$ cat src/common/switch_pkg.sv
package switch_pkg;

    // packet word and buffer geometry
    localparam int data_w       = 16;
    localparam int buf_depth    = 64;   // words per port buffer
    localparam int ptr_w        = 6;    // log2 of buf_depth
    localparam int len_w        = 9;
    localparam int dport_w      = 4;
    localparam int prio_w       = 3;
    localparam int num_in_ports = 2;

    // write side states of the frontend
    localparam logic [1:0] wr_idle = 2'd0;  // waiting for header word
    localparam logic [1:0] wr_head = 2'd1;  // header stored, first body word next
    localparam logic [1:0] wr_body = 2'd2;
    localparam logic [1:0] wr_tail = 2'd3;  // next word closes the packet

    // transfer side states of the frontend
    localparam logic [1:0] xs_idle  = 2'd0;
    localparam logic [1:0] xs_run   = 2'd1;  // one buffer read per cycle
    localparam logic [1:0] xs_stall = 2'd2;  // read side caught the write side

    // header word layout, msb first
    typedef struct packed {
        logic [len_w-1:0]   length;     // words incl. header
        logic [prio_w-1:0]  prior;
        logic [dport_w-1:0] dest_port;
    } pkt_hdr_t;

    // first word of a packet is read both ways
    typedef union packed {
        logic [data_w-1:0] raw;
        pkt_hdr_t          hdr;
    } pkt_word_t;

endpackage

$ cat src/common/frontend_if.sv
interface frontend_if;
    import switch_pkg::*;

    logic                match_enable;   // level, packet waits for grant
    logic                match_suc;      // single cycle grant pulse
    logic                ready_to_xfer;  // comb, high in grant cycle
    logic                xfer_data_vld;
    pkt_word_t           xfer_data;
    logic                end_of_packet;  // with last word
    logic [dport_w-1:0]  new_dest_port;  // decoded header fields
    logic [prio_w-1:0]   new_prior;
    logic [len_w-1:0]    new_length;

    modport frontend (
        output match_enable,
        input  match_suc,
        output ready_to_xfer,
        output xfer_data_vld,
        output xfer_data,
        output end_of_packet,
        output new_dest_port,
        output new_prior,
        output new_length
    );

    modport arbiter (
        input  match_enable,
        output match_suc,
        input  ready_to_xfer,
        input  xfer_data_vld,
        input  xfer_data,
        input  end_of_packet,
        input  new_dest_port,
        input  new_prior,
        input  new_length
    );

endinterface

$ cat src/port_wr_frontend/port_wr_frontend.sv
module port_wr_frontend #(
    parameter int unsigned port_id = 0
) (
    input  logic                  clk,
    input  logic                  rst_n,
    input  logic                  wr_sop,   // with header word
    input  logic                  wr_eop,   // with last word
    input  logic                  wr_vld,
    input  switch_pkg::pkt_word_t wr_data,
    output logic                  pause,
    frontend_if.frontend          fe
);
    import switch_pkg::*;

    logic [1:0]         wr_st;
    logic [1:0]         xs;
    logic [data_w-1:0]  buf_mem [buf_depth];  // circular packet buffer
    logic [ptr_w-1:0]   wr_ptr;
    logic [ptr_w-1:0]   rd_ptr;
    logic [len_w-1:0]   wr_cnt;      // words of current packet written
    logic [len_w-1:0]   rd_cnt;      // words of current packet read
    logic [len_w-1:0]   xfer_len;    // length of packet in transfer
    logic [len_w-1:0]   pend_len;    // length captured with early grant
    logic               pend_grant;  // grant seen while still draining
    logic               hdr_wr;
    logic               rd_last;
    logic               near_full;
    logic               wait_grant;

    assign hdr_wr = (wr_st == wr_idle) && wr_vld && wr_sop;  // header word this cycle

    // write state machine, counts words against header length
    always_ff @(posedge clk or negedge rst_n) begin
        if (!rst_n) begin
            wr_st  <= wr_idle;
            wr_cnt <= '0;
        end else if (wr_vld) begin
            case (wr_st)
                wr_idle: if (wr_sop) begin
                    wr_cnt <= len_w'(1);
                    wr_st  <= (wr_data.hdr.length == len_w'(2)) ? wr_tail : wr_head;
                end
                wr_head, wr_body: begin
                    wr_cnt <= wr_cnt + len_w'(1);
                    // one word left after this one
                    wr_st  <= (wr_cnt + len_w'(2) == fe.new_length) ? wr_tail : wr_body;
                end
                default: wr_st <= wr_idle;  // tail word written
            endcase
        end
    end

    // buffer store and header decode
    always_ff @(posedge clk) begin
        if (wr_vld) begin
            buf_mem[wr_ptr] <= wr_data.raw;
        end
        if (hdr_wr) begin
            fe.new_dest_port <= wr_data.hdr.dest_port;
            fe.new_prior     <= wr_data.hdr.prior;
            fe.new_length    <= wr_data.hdr.length;
        end
    end

    always_ff @(posedge clk or negedge rst_n) begin
        if (!rst_n) begin
            wr_ptr <= '0;
        end else if (wr_vld) begin
            wr_ptr <= wr_ptr + ptr_w'(1);  // wraps at buf_depth
        end
    end

    // request held until the arbiter grants
    always_ff @(posedge clk or negedge rst_n) begin
        if (!rst_n) begin
            fe.match_enable <= 1'b0;
        end else if (hdr_wr) begin
            fe.match_enable <= 1'b1;
        end else if (fe.match_suc) begin
            fe.match_enable <= 1'b0;
        end
    end

    assign fe.ready_to_xfer = (xs == xs_idle) && (fe.match_suc || pend_grant);
    assign rd_last          = (rd_cnt == xfer_len - len_w'(1));

    // keeps a grant that lands before the previous packet drained
    always_ff @(posedge clk or negedge rst_n) begin
        if (!rst_n) begin
            pend_grant <= 1'b0;
        end else if (xs == xs_idle) begin
            pend_grant <= 1'b0;  // consumed by ready_to_xfer
        end else if (fe.match_suc) begin
            pend_grant <= 1'b1;
        end
    end

    always_ff @(posedge clk) begin
        if (fe.match_suc && xs != xs_idle) begin
            pend_len <= fe.new_length;  // header may be replaced before use
        end
    end

    // transfer state machine
    always_ff @(posedge clk or negedge rst_n) begin
        if (!rst_n) begin
            xs       <= xs_idle;
            rd_ptr   <= '0;
            rd_cnt   <= '0;
            xfer_len <= '0;
        end else begin
            case (xs)
                xs_idle: if (fe.ready_to_xfer) begin
                    xs       <= xs_run;
                    rd_cnt   <= '0;
                    xfer_len <= pend_grant ? pend_len : fe.new_length;
                end
                xs_run: begin
                    rd_ptr <= rd_ptr + ptr_w'(1);
                    rd_cnt <= rd_cnt + len_w'(1);
                    if (rd_last) begin
                        xs <= xs_idle;
                    end else if (rd_ptr + ptr_w'(1) == wr_ptr) begin
                        xs <= xs_stall;  // nothing written ahead yet
                    end
                end
                default: if (rd_ptr != wr_ptr) begin
                    xs <= xs_run;
                end
            endcase
        end
    end

    // output stream, one cycle behind the read
    always_ff @(posedge clk or negedge rst_n) begin
        if (!rst_n) begin
            fe.xfer_data_vld <= 1'b0;
            fe.end_of_packet <= 1'b0;
        end else begin
            fe.xfer_data_vld <= (xs == xs_run);
            fe.end_of_packet <= (xs == xs_run) && rd_last;
        end
    end

    always_ff @(posedge clk) begin
        if (xs == xs_run) begin
            fe.xfer_data.raw <= buf_mem[rd_ptr];
        end
    end

    // stop the sender when the buffer is nearly full
    // or a complete packet still waits for its grant
    assign near_full  = (wr_ptr + ptr_w'(1) == rd_ptr) || (wr_ptr + ptr_w'(2) == rd_ptr);
    assign wait_grant = fe.match_enable && !fe.match_suc &&
                        ((wr_st == wr_idle) || (wr_vld && wr_eop));

    always_ff @(posedge clk or negedge rst_n) begin
        if (!rst_n) begin
            pause <= 1'b0;
        end else begin
            pause <= near_full || wait_grant;
        end
    end

endmodule

$ cat src/source/switch_ingress_top.sv
module switch_ingress_top (
    input  logic                           clk,
    input  logic                           rst_n,
    // port 0 write side
    input  logic                           wr_sop_0,
    input  logic                           wr_eop_0,
    input  logic                           wr_vld_0,
    input  logic [switch_pkg::data_w-1:0]  wr_data_0,
    output logic                           pause_0,
    // port 1 write side
    input  logic                           wr_sop_1,
    input  logic                           wr_eop_1,
    input  logic                           wr_vld_1,
    input  logic [switch_pkg::data_w-1:0]  wr_data_1,
    output logic                           pause_1,
    // shared stream to packet memory
    output logic                           out_vld,
    output logic [switch_pkg::data_w-1:0]  out_data,
    output logic                           out_sop,
    output logic                           out_eop,
    output logic                           out_src_port,
    output logic [switch_pkg::dport_w-1:0] out_dest_port,
    output logic [switch_pkg::prio_w-1:0]  out_prior,
    output logic [switch_pkg::len_w-1:0]   out_length
);

    frontend_if fe_0 ();  // port 0 to arbiter
    frontend_if fe_1 ();

    port_wr_frontend #(.port_id(0)) u_fe0 (
        .clk     (clk),
        .rst_n   (rst_n),
        .wr_sop  (wr_sop_0),
        .wr_eop  (wr_eop_0),
        .wr_vld  (wr_vld_0),
        .wr_data (wr_data_0),
        .pause   (pause_0),
        .fe      (fe_0.frontend)
    );

    port_wr_frontend #(.port_id(1)) u_fe1 (
        .clk     (clk),
        .rst_n   (rst_n),
        .wr_sop  (wr_sop_1),
        .wr_eop  (wr_eop_1),
        .wr_vld  (wr_vld_1),
        .wr_data (wr_data_1),
        .pause   (pause_1),
        .fe      (fe_1.frontend)
    );

    xfer_arbiter u_arb (
        .clk           (clk),
        .rst_n         (rst_n),
        .fe0           (fe_0.arbiter),
        .fe1           (fe_1.arbiter),
        .out_vld       (out_vld),
        .out_sop       (out_sop),
        .out_eop       (out_eop),
        .out_data      (out_data),
        .out_src_port  (out_src_port),
        .out_dest_port (out_dest_port),
        .out_prior     (out_prior),
        .out_length    (out_length)
    );

endmodule

$ cat src/source/xfer_arbiter.sv
module xfer_arbiter (
    input  logic                           clk,
    input  logic                           rst_n,
    frontend_if.arbiter                    fe0,
    frontend_if.arbiter                    fe1,
    output logic                           out_vld,
    output logic                           out_sop,
    output logic                           out_eop,
    output switch_pkg::pkt_word_t          out_data,
    output logic                           out_src_port,
    output logic [switch_pkg::dport_w-1:0] out_dest_port,
    output logic [switch_pkg::prio_w-1:0]  out_prior,
    output logic [switch_pkg::len_w-1:0]   out_length
);
    import switch_pkg::*;

    logic [num_in_ports-1:0] req;
    logic                    rr_ptr;      // favored port
    logic                    busy;        // packet in flight
    logic                    sel;         // port owning the output
    logic                    sop_arm;     // next valid word is first
    logic                    grant_fire;
    logic                    grant_port;
    logic                    s_vld;
    logic                    s_eop;
    pkt_word_t               s_data;

    assign req        = {fe1.match_enable, fe0.match_enable};
    assign grant_fire = !busy && !out_vld && (req != '0);  // output fully idle
    assign grant_port = req[rr_ptr] ? rr_ptr : ~rr_ptr;

    assign fe0.match_suc = grant_fire && !grant_port;
    assign fe1.match_suc = grant_fire && grant_port;

    // selected stream
    assign s_vld  = sel ? fe1.xfer_data_vld : fe0.xfer_data_vld;
    assign s_eop  = sel ? fe1.end_of_packet : fe0.end_of_packet;
    assign s_data = sel ? fe1.xfer_data : fe0.xfer_data;

    always_ff @(posedge clk or negedge rst_n) begin
        if (!rst_n) begin
            rr_ptr  <= 1'b0;
            busy    <= 1'b0;
            sel     <= 1'b0;
            sop_arm <= 1'b0;
        end else begin
            if (grant_fire) begin
                busy   <= 1'b1;
                sel    <= grant_port;
                rr_ptr <= ~grant_port;  // other port favored next
            end else if (busy && s_vld && s_eop) begin
                busy <= 1'b0;
            end
            if (fe0.ready_to_xfer || fe1.ready_to_xfer) begin
                sop_arm <= 1'b1;
            end else if (busy && s_vld) begin
                sop_arm <= 1'b0;
            end
        end
    end

    // output register stage
    always_ff @(posedge clk or negedge rst_n) begin
        if (!rst_n) begin
            out_vld <= 1'b0;
            out_sop <= 1'b0;
            out_eop <= 1'b0;
        end else begin
            out_vld <= busy && s_vld;
            out_sop <= busy && s_vld && sop_arm;
            out_eop <= busy && s_vld && s_eop;
        end
    end

    always_ff @(posedge clk) begin
        if (busy && s_vld) begin
            out_data <= s_data;
        end
        if (grant_fire) begin  // header fields held for the whole packet
            out_src_port  <= grant_port;
            out_dest_port <= grant_port ? fe1.new_dest_port : fe0.new_dest_port;
            out_prior     <= grant_port ? fe1.new_prior : fe0.new_prior;
            out_length    <= grant_port ? fe1.new_length : fe0.new_length;
        end
    end

endmodule

$ cat config.mk
export PLATFORM = sky130hd
export DESIGN_NAME = switch_ingress_top
export DESIGN_NICKNAME = d
export VERILOG_FILES = /design/src/common/switch_pkg.sv /design/src/common/frontend_if.sv /design/src/port_wr_frontend/port_wr_frontend.sv /design/src/source/switch_ingress_top.sv /design/src/source/xfer_arbiter.sv
export SDC_FILE = /design/constraint.sdc
export NUM_CORES = 2
export LEC_CHECK = 0
export ABC_AREA = 1
export BUFFER_PORTS_ARGS = -buffer_cell sky130_fd_sc_hd__buf_2
export CAP_MARGIN = 20
export CELL_PAD_IN_SITES_DETAIL_PLACEMENT = 1
export CELL_PAD_IN_SITES_GLOBAL_PLACEMENT = 1
export CORE_MARGIN = 4
export CORE_UTILIZATION = 40
export CTS_CLUSTER_DIAMETER = 30
export DETAILED_ROUTE_END_ITERATION = 6
export PLACE_DENSITY = 0.72
export SLEW_MARGIN = 20
export SYNTH_ARGS = -nofsm -noshare
export SYNTH_HDL_FRONTEND = slang
export SYNTH_SLANG_ARGS = --single-unit
$ cat constraint.sdc
create_clock -name clk -period 4.2 [get_ports clk]
set_input_delay 0.42 -clock clk [delete_from_list [all_inputs] [get_ports clk]]
set_output_delay 0.42 -clock clk [all_outputs]
set_load 0.005 [all_outputs]
# --- Word level (Yosys, flattened, before mapping) ---
# Memories as Yosys holds them, arrays and structs flattened. A register that Yosys moved wholly into a read port is not among the register bits.
# Index checks and enable logic that the tools add are counted.
word_totals:
  n_memories: 2
  output_inout_bits: 38
  ram_bits: 2048
  wordCells: 210
  inputBits: 40
  ff_bits: 186
memory_table:
  columns: ["memory", "words", "width", "rd", "rd_ports_with_merged_regs", "wr", "line", "text"]
  rows:
  - ["u_fe0.buf_mem", 64, 16, 1, 1, 1, "port_wr_frontend.sv:17", "logic [data_w-1:0] buf_mem [buf_depth];"]
  - ["u_fe1.buf_mem", 64, 16, 1, 1, 1, "port_wr_frontend.sv:17", null]
classes:
  mux: 53
  bitwise_logic: 2
  n_eq_ne: 26
  reduce_logical: 68
  n_lt_le_gt_ge: 1
  addsub: 14
op_table:
  columns: ["cell", "n"]
  rows:
  - ["$pmux 9 s2", 4]
  - ["$mux 9", 7]
  - ["$add 9x1->9 const B", 4]
  - ["$eq 6x6->1", 6]
  - ["$eq 9x9->1", 4]
  - ["$reduce_bool 2->1", 13]
  - ["$add 6x1->6 const B", 4]
  - ["$mux 2", 12]
  - ["$logic_and 1x1->1", 23]
  - ["$mux 1", 23]
  - ["$add 9x2->9 const B", 2]
  - ["$eq 9x2->1 const B", 2]
  - ["$sub 9x1->9 const B", 2]
  - ["$mux 16", 1]
  - ["$pmux 2 s2", 4]
  - ["$add 6x2->6 const B", 2]
  - ["$ne 6x6->1", 2]
  - ["$reduce_and 2->1", 6]
  - ["$reduce_and 3->1", 4]
  - ["$logic_or 1x1->1", 9]
  - ["$eq 2x1->1 const B", 4]
  - ["$logic_not 2->1", 4]
  - ["$ne 3x1->1 const B", 2]
  - ["$reduce_bool 3->1", 2]
  - ["other kinds (9)", 18]

# --- Longest topological paths before layout ---
depth:
  ltp_word: 9
  ltp_mapped: 15
  ltp_nobuf: 14

# --- Cells and area by module ---
# From an unflattened synthesis, not the netlist that was laid out.
unflattened:
  cells_unflattened: 7648
  hier_area_um2: 92199.7
by_module_without_submodules:
  columns: ["module", "n_inst", "cells_each", "seq_area_each_um2", "area_per_inst_um2"]
  rows:
  - ["port_wr_frontend (u_fe0)", 1, 3741, 33181.8, 45384.8]
  - ["port_wr_frontend (u_fe1)", 1, 3732, 33181.8, 45105.8]
  - ["xfer_arbiter", 1, 175, 1166.1, 1709.1]

# --- Worst setup path after synthesis ---
# OpenSTA, ideal clock, no wires.
synth_timing:
  kind: "register -> register"
  startpoint: "register u_arb.sel"
  endpoint: "register u_arb.busy"
  setup_ns: 0.124
  path_slack_ns: 1.671
  t_arrival_ns: 2.405
  path_buffers: 1
  period_less_slack_ns: 2.529
  t_required_ns: 4.076
  path_stages_with_launch: 8
  path_cell_list: "dfrtp_1 clkbuf_1 clkinv_1 nor2_1 nor3_1 inv_1 a21oi_1 o21bai_1"
synth_via:
  elab_chain_len: 4
  word_cells_on_any_way: 5
  classes_between: "mux: 2; reduce/logical: 3"
synth_lines:
  columns: ["item", "line", "text"]
  rows:
  - ["start, declared", "xfer_arbiter.sv:20", "logic sel;"]
  - ["start signal, assigned", "xfer_arbiter.sv:49", "sel <= grant_port;"]
  - ["$mux 1", "xfer_arbiter.sv:36", "assign s_vld = sel ? fe1.xfer_data_vld : fe0.xfer_data_vld;"]
  - ["$logic_and 1x1->1", "xfer_arbiter.sv:51", "end else if (busy && s_vld && s_eop) begin"]
  - ["$logic_and 1x1->1 (*)", "xfer_arbiter.sv:51", null]
  - ["$reduce_bool 2->1 (no source line) (*)", null, null]
  - ["end signal, assigned", "xfer_arbiter.sv:43", "busy <= 1'b0;"]
  - ["end signal, assigned", "xfer_arbiter.sv:48", "busy <= 1'b1;"]
  - ["end signal, assigned", "xfer_arbiter.sv:52", "busy <= 1'b0;"]
  - ["end, declared", "xfer_arbiter.sv:19", "logic busy;"]
# Every way passes the cells marked *; elsewhere a longest branch is shown, timed or not.
# A chain may end at the register's enable or synchronous reset.

==> reports/metrics.csv <==
stage;metric;value;unit
synth;fraction of the mapped netlist area in compound gates;10.8;%
setup_path;crit path from;u_fe0.rd_ptr[0];
sta;Least-Margin Pin Slew;1160;ps
synth;synthesized instance count;7318;
setup_path;worst-path fanout max;156;
setup_path;arrival time of the worst setup path;4030;ps
power_and_ir_drop;internal portion of total power;56.4;mW
sta;final worst path period need;3230;ps
setup_path;cells on worst reg2reg path;11;
cts;sink count of the clock tree;2266;
floorplanning;Starting Density;40.2;%
cts;clock latency reported for the late side of the worst-skew pair;990;ps
setup_path;endpoint class of the critical path;flip-flop;
setup_path;origin of the critical flop-to-flop path;u_fe0.rd_ptr[0];
power_and_ir_drop;switch share;36.1;%
synth;count of different cell masters after synthesis;46;
sta;Max-slew headroom;22.5;%
synth;number of warnings issued by yosys;0;
synth;post-synth design cell area;0.0914;sq mm
setup_path;Slowest cell on crit path;sky130_fd_sc_hd__dfrtp_4;
floorplanning;DIE WIDTH;486;um
cts;clock transition time at the flip-flop clock pins of the worst setup and hold paths;50;ps
power_and_ir_drop;total design power;88.3;mW
global_route;total congestion overflow;0;
layout;Finished Cell Area;0.111;sq mm
floorplanning;placeable core region;0.227;sq mm
cts;cell at the root of the clock tree;sky130_fd_sc_hd__clkbuf_16;
floorplanning;Rows;175;
route;total wire length after detailed routing;311000;um
run_status;outcome;finished, final reports clean;
power_and_ir_drop;pwr dens;795;mW/mm^2
synth;average footprint of a synthesized cell;12.5;sq um
placed_design;final estimated routing congestion in global placement;0.869;
power_and_ir_drop;maximum VDD drop;621;uV
setup_path;Largest delay share family, worst path;simple AND/OR/NAND/NOR gates;
floorplanning;overall die height;486;um
placed_design;HPWL after detailed placement;175000;um
layout;net count reported at finish;7750;
setup_path;Setup crit start kind;flip-flop;
sta;Final TNS setup;0;ps
power_and_ir_drop;leakage power;38.6;nW
hold_path;min-delay src;wr_data_1[3];
route;number of DRC violations after detailed-routing iteration 0;7431;
cts;H-tree depth reported by CTS;5;
floorplanning;Total Die Area;0.236;sq mm
cts;maximum count of clock buffers along a single path;4;
setup_path;crit path cell chain;inv_16, buf_4, buf_4, o21ai_0, o22ai_1, nand2_1, nand2_1, nand2_1, nand3_1, nand3_1, nand2_1;
sta;clock skew;53.6;ps
setup_path;Worst R2R End;u_fe0.fe.xfer_data[15];
global_route;global-route usage over all layers;25.7;%
synth;post-synthesis register bit count;2266;
setup_path;Worst path max stage delay;620;ps
global_route;number of global-route vias before repair;69217;
synth;adder and majority gate portion of the synthesized area;0.328;%
layout;fraction of layout cells with a size suffix above 1;13.9;%
floorplanning;# IOs;78;
synth;fraction of synthesized area in multiplexers;0.0109;%
route;Via-to-Cell Ratio;5.92;
synth;fraction of registers with async set or reset after synthesis;4.55;%
setup_path;most common cell type on the critical path;sky130_fd_sc_hd__nand2_1;
global_route;largest net degree at the start of global routing;181;
synth;number of enable-type register cells in the synthesized netlist;2163;
sta;setup violators final;0;
placed_design;placed cell area;0.0960;sq mm
power_and_ir_drop;combinational share of power;28.5;%
route;number of vias after detailed routing;65505;
global_route;number of antenna violations at the first check in global routing;19;
route;DRC violation count after routing;0;
cts;number of clock buffers inserted by TritonCTS;441;
layout;area added between synthesis and finish;21.5;%
setup_path;register-to-register setup slack;970;ps
synth;Net Count, Synth;7382;
setup_path;worst path bufs/invs;3;
setup_path;Worst EP required;5000;ps
route;number of iterations in the first detailed-routing pass;5;
synth;sequential element share of the synthesized area;73.9;%
sta;worst hold slack after final layout;31.5;ps
synth;share of the synthesized netlist area taken by xor and xnor gates;0.676;%
power_and_ir_drop;P_sw;31.9;mW
synth;dominant combinational cell family by area after synthesis;simple AND/OR/NAND/NOR gates;
placed_design;Port Buffer Count;77;
layout;utilization after layout;48.8;%
sta;f_max;310;MHz
synth;commonest register cell after synthesis;sky130_fd_sc_hd__edfxtp_1;
sta;Hold Violations, Final;0;
cts;# Post-CTS Setup Buffers;0;
cts;count of hold-fix buffers inserted at cts;11;
cts;TritonCTS clock tree;built;
sta;RSZ-0062 raised after global routing;no;
route;Avg WL per Cell;28.1;um
sta;fin crit share;76.8;%
hold_path;path type of the worst min-delay path;primary input to flip-flop;
hold_path;hold path endpoint;u_fe1.buf_mem[26][3];
route;number of routed nets with antenna violations;0;
job;Max-Cap Viols;0;
hold_path;worst hold path depth;1;
synth;area share of and/or/nand/nor cells after synthesis;11.3;%
global_route;global-route wire length before repair;455000;um
setup_path;kind of critical path;flip-flop to flip-flop;
cts;number of cells upsized or downsized after cts;0;
sta;Final Slew Violations;0;
power_and_ir_drop;portion of total power attributed to sequential cells;31.5;%
power_and_ir_drop;Clk pwr share;40.0;%
[cells in the mapped netlist (13+ instances only)]
cell	count	area share (%)
sky130_fd_sc_hd__o21ai_0	1015	5.6
sky130_fd_sc_hd__xor2_1	43	0.41
sky130_fd_sc_hd__inv_1	129	0.53
sky130_fd_sc_hd__buf_6	31	0.38
sky130_fd_sc_hd__a21oi_1	58	0.32
sky130_fd_sc_hd__nand2_1	999	4.1
sky130_fd_sc_hd__nand3_1	294	1.6
sky130_fd_sc_hd__edfxtp_1	2163	71
sky130_fd_sc_hd__nand4_1	13	0.089
sky130_fd_sc_hd__nor3_1	16	0.088
sky130_fd_sc_hd__buf_1	26	0.11
sky130_fd_sc_hd__buf_4	24	0.20
sky130_fd_sc_hd__o21ai_1	49	0.27
sky130_fd_sc_hd__o22ai_1	353	2.4
sky130_fd_sc_hd__nor2_1	1270	5.2
sky130_fd_sc_hd__clkbuf_1	248	1.0
sky130_fd_sc_hd__ha_1	24	0.33
sky130_fd_sc_hd__o211ai_1	160	1.3
sky130_fd_sc_hd__buf_2	132	0.72
sky130_fd_sc_hd__dfrtp_1	103	2.8
sky130_fd_sc_hd__o221ai_1	80	0.77
sky130_fd_sc_hd__xnor2_1	25	0.24
[cell type report]
class / instances / area [sq um]
repair buffers: 390 / 3130
diodes: 6 / 15.0
fillers: 22878 / 116000
inverters: 147 / 594
flip-flops and latches: 2266 / 67600
multi-input cells: 4440 / 21100
clock buffers: 498 / 11400
well taps: 3009 / 3760
clock inverters: 305 / 3470
[through the flow]
| stage | std cells | setup WS (ps) |
|---|---|---|
| after floorplan | 7318 | 1670 |
| after global placement | 10241 | 1130 |
| after detailed placement | 10241 | 1160 |
| after CTS | 11055 | 1150 |
| after global routing | 11056 | 944 |
| final | 11061 | 974 |
[power groups by stage]
stage | registers (mW) | logic [mW] | clock network, mW
3_5_place_dp | 28.2 | 24.0 | 0
4_1_cts | 27.8 | 24.7 | 35.6
3_3_place_gp | 28.1 | 23.1 | 0
5_1_grt | 27.9 | 27.0 | 36.8
2_1_floorplan | 27.3 | 15.1 | 0
6_report | 27.8 | 25.1 | 35.3
[cells in the final DEF, fill, tap and decap left out, drive strengths merged, types with 59 or more instances in the layout]
| cell type | instances |
|---|---|
| clkbuf | 498 |
| nand2 | 1003 |
| nand3 | 295 |
| nor2 | 1273 |
| o22ai | 353 |
| o221ai | 80 |
| inv | 166 |
| buf | 379 |
| dfrtp | 103 |
| o21ai | 1065 |
| o211ai | 160 |
| clkinv | 173 |
| a21oi | 59 |
| bufinv | 64 |
| edfxtp | 2163 |
[how the worst max path moves through the flow]
stage,endpoint,slack [ps],cells past startpoint
after global placement,u_fe0.wr_st[1],1130,6
after floorplan,u_arb.busy,1670,7
after CTS,u_fe0.fe.xfer_data[15],1150,11
after global routing,u_fe1.fe.xfer_data[2],940,10
after detailed placement,u_fe1.fe.xfer_data[15],1160,10
final,u_fe0.fe.xfer_data[15],970,11
[flip-flops by register name (all words and copies together), names as in the netlist, 16 cells and up]
register	count
u_arb.out_data	16
u_fe0.buf_mem	1024
u_fe0.fe.xfer_data	16
u_fe1.buf_mem	1024
u_fe1.fe.xfer_data	16
[cells by family (layout without fill, tap and decap cells)]
group	after synthesis	after routing
fa+ha+maj	24	24
buf+inv	612	1340
flops	2266	2266
compound gates	1733	1733
simple gates	2613	2613
mux	1	1
other cells	0	6
xor+xnor	69	69
[layer usage]
| layer | GRT usage (%) | up-vias | routed length [um] | share of wire, % |
|---|---|---|---|---|
| met4 | 11.6 | 18 | 13700 | 4.4 |
| met2 | 41.6 | 3427 | 148000 | 48 |
| li1 | - | 27574 | - | - |
| met1 | 33.0 | 33752 | 120000 | 39 |
| met3 | 5.90 | 734 | 28900 | 9.3 |
| met5 | 0 | - | 115 | 0.037 |
Note: power is estimated with default switching activity, not from simulation.
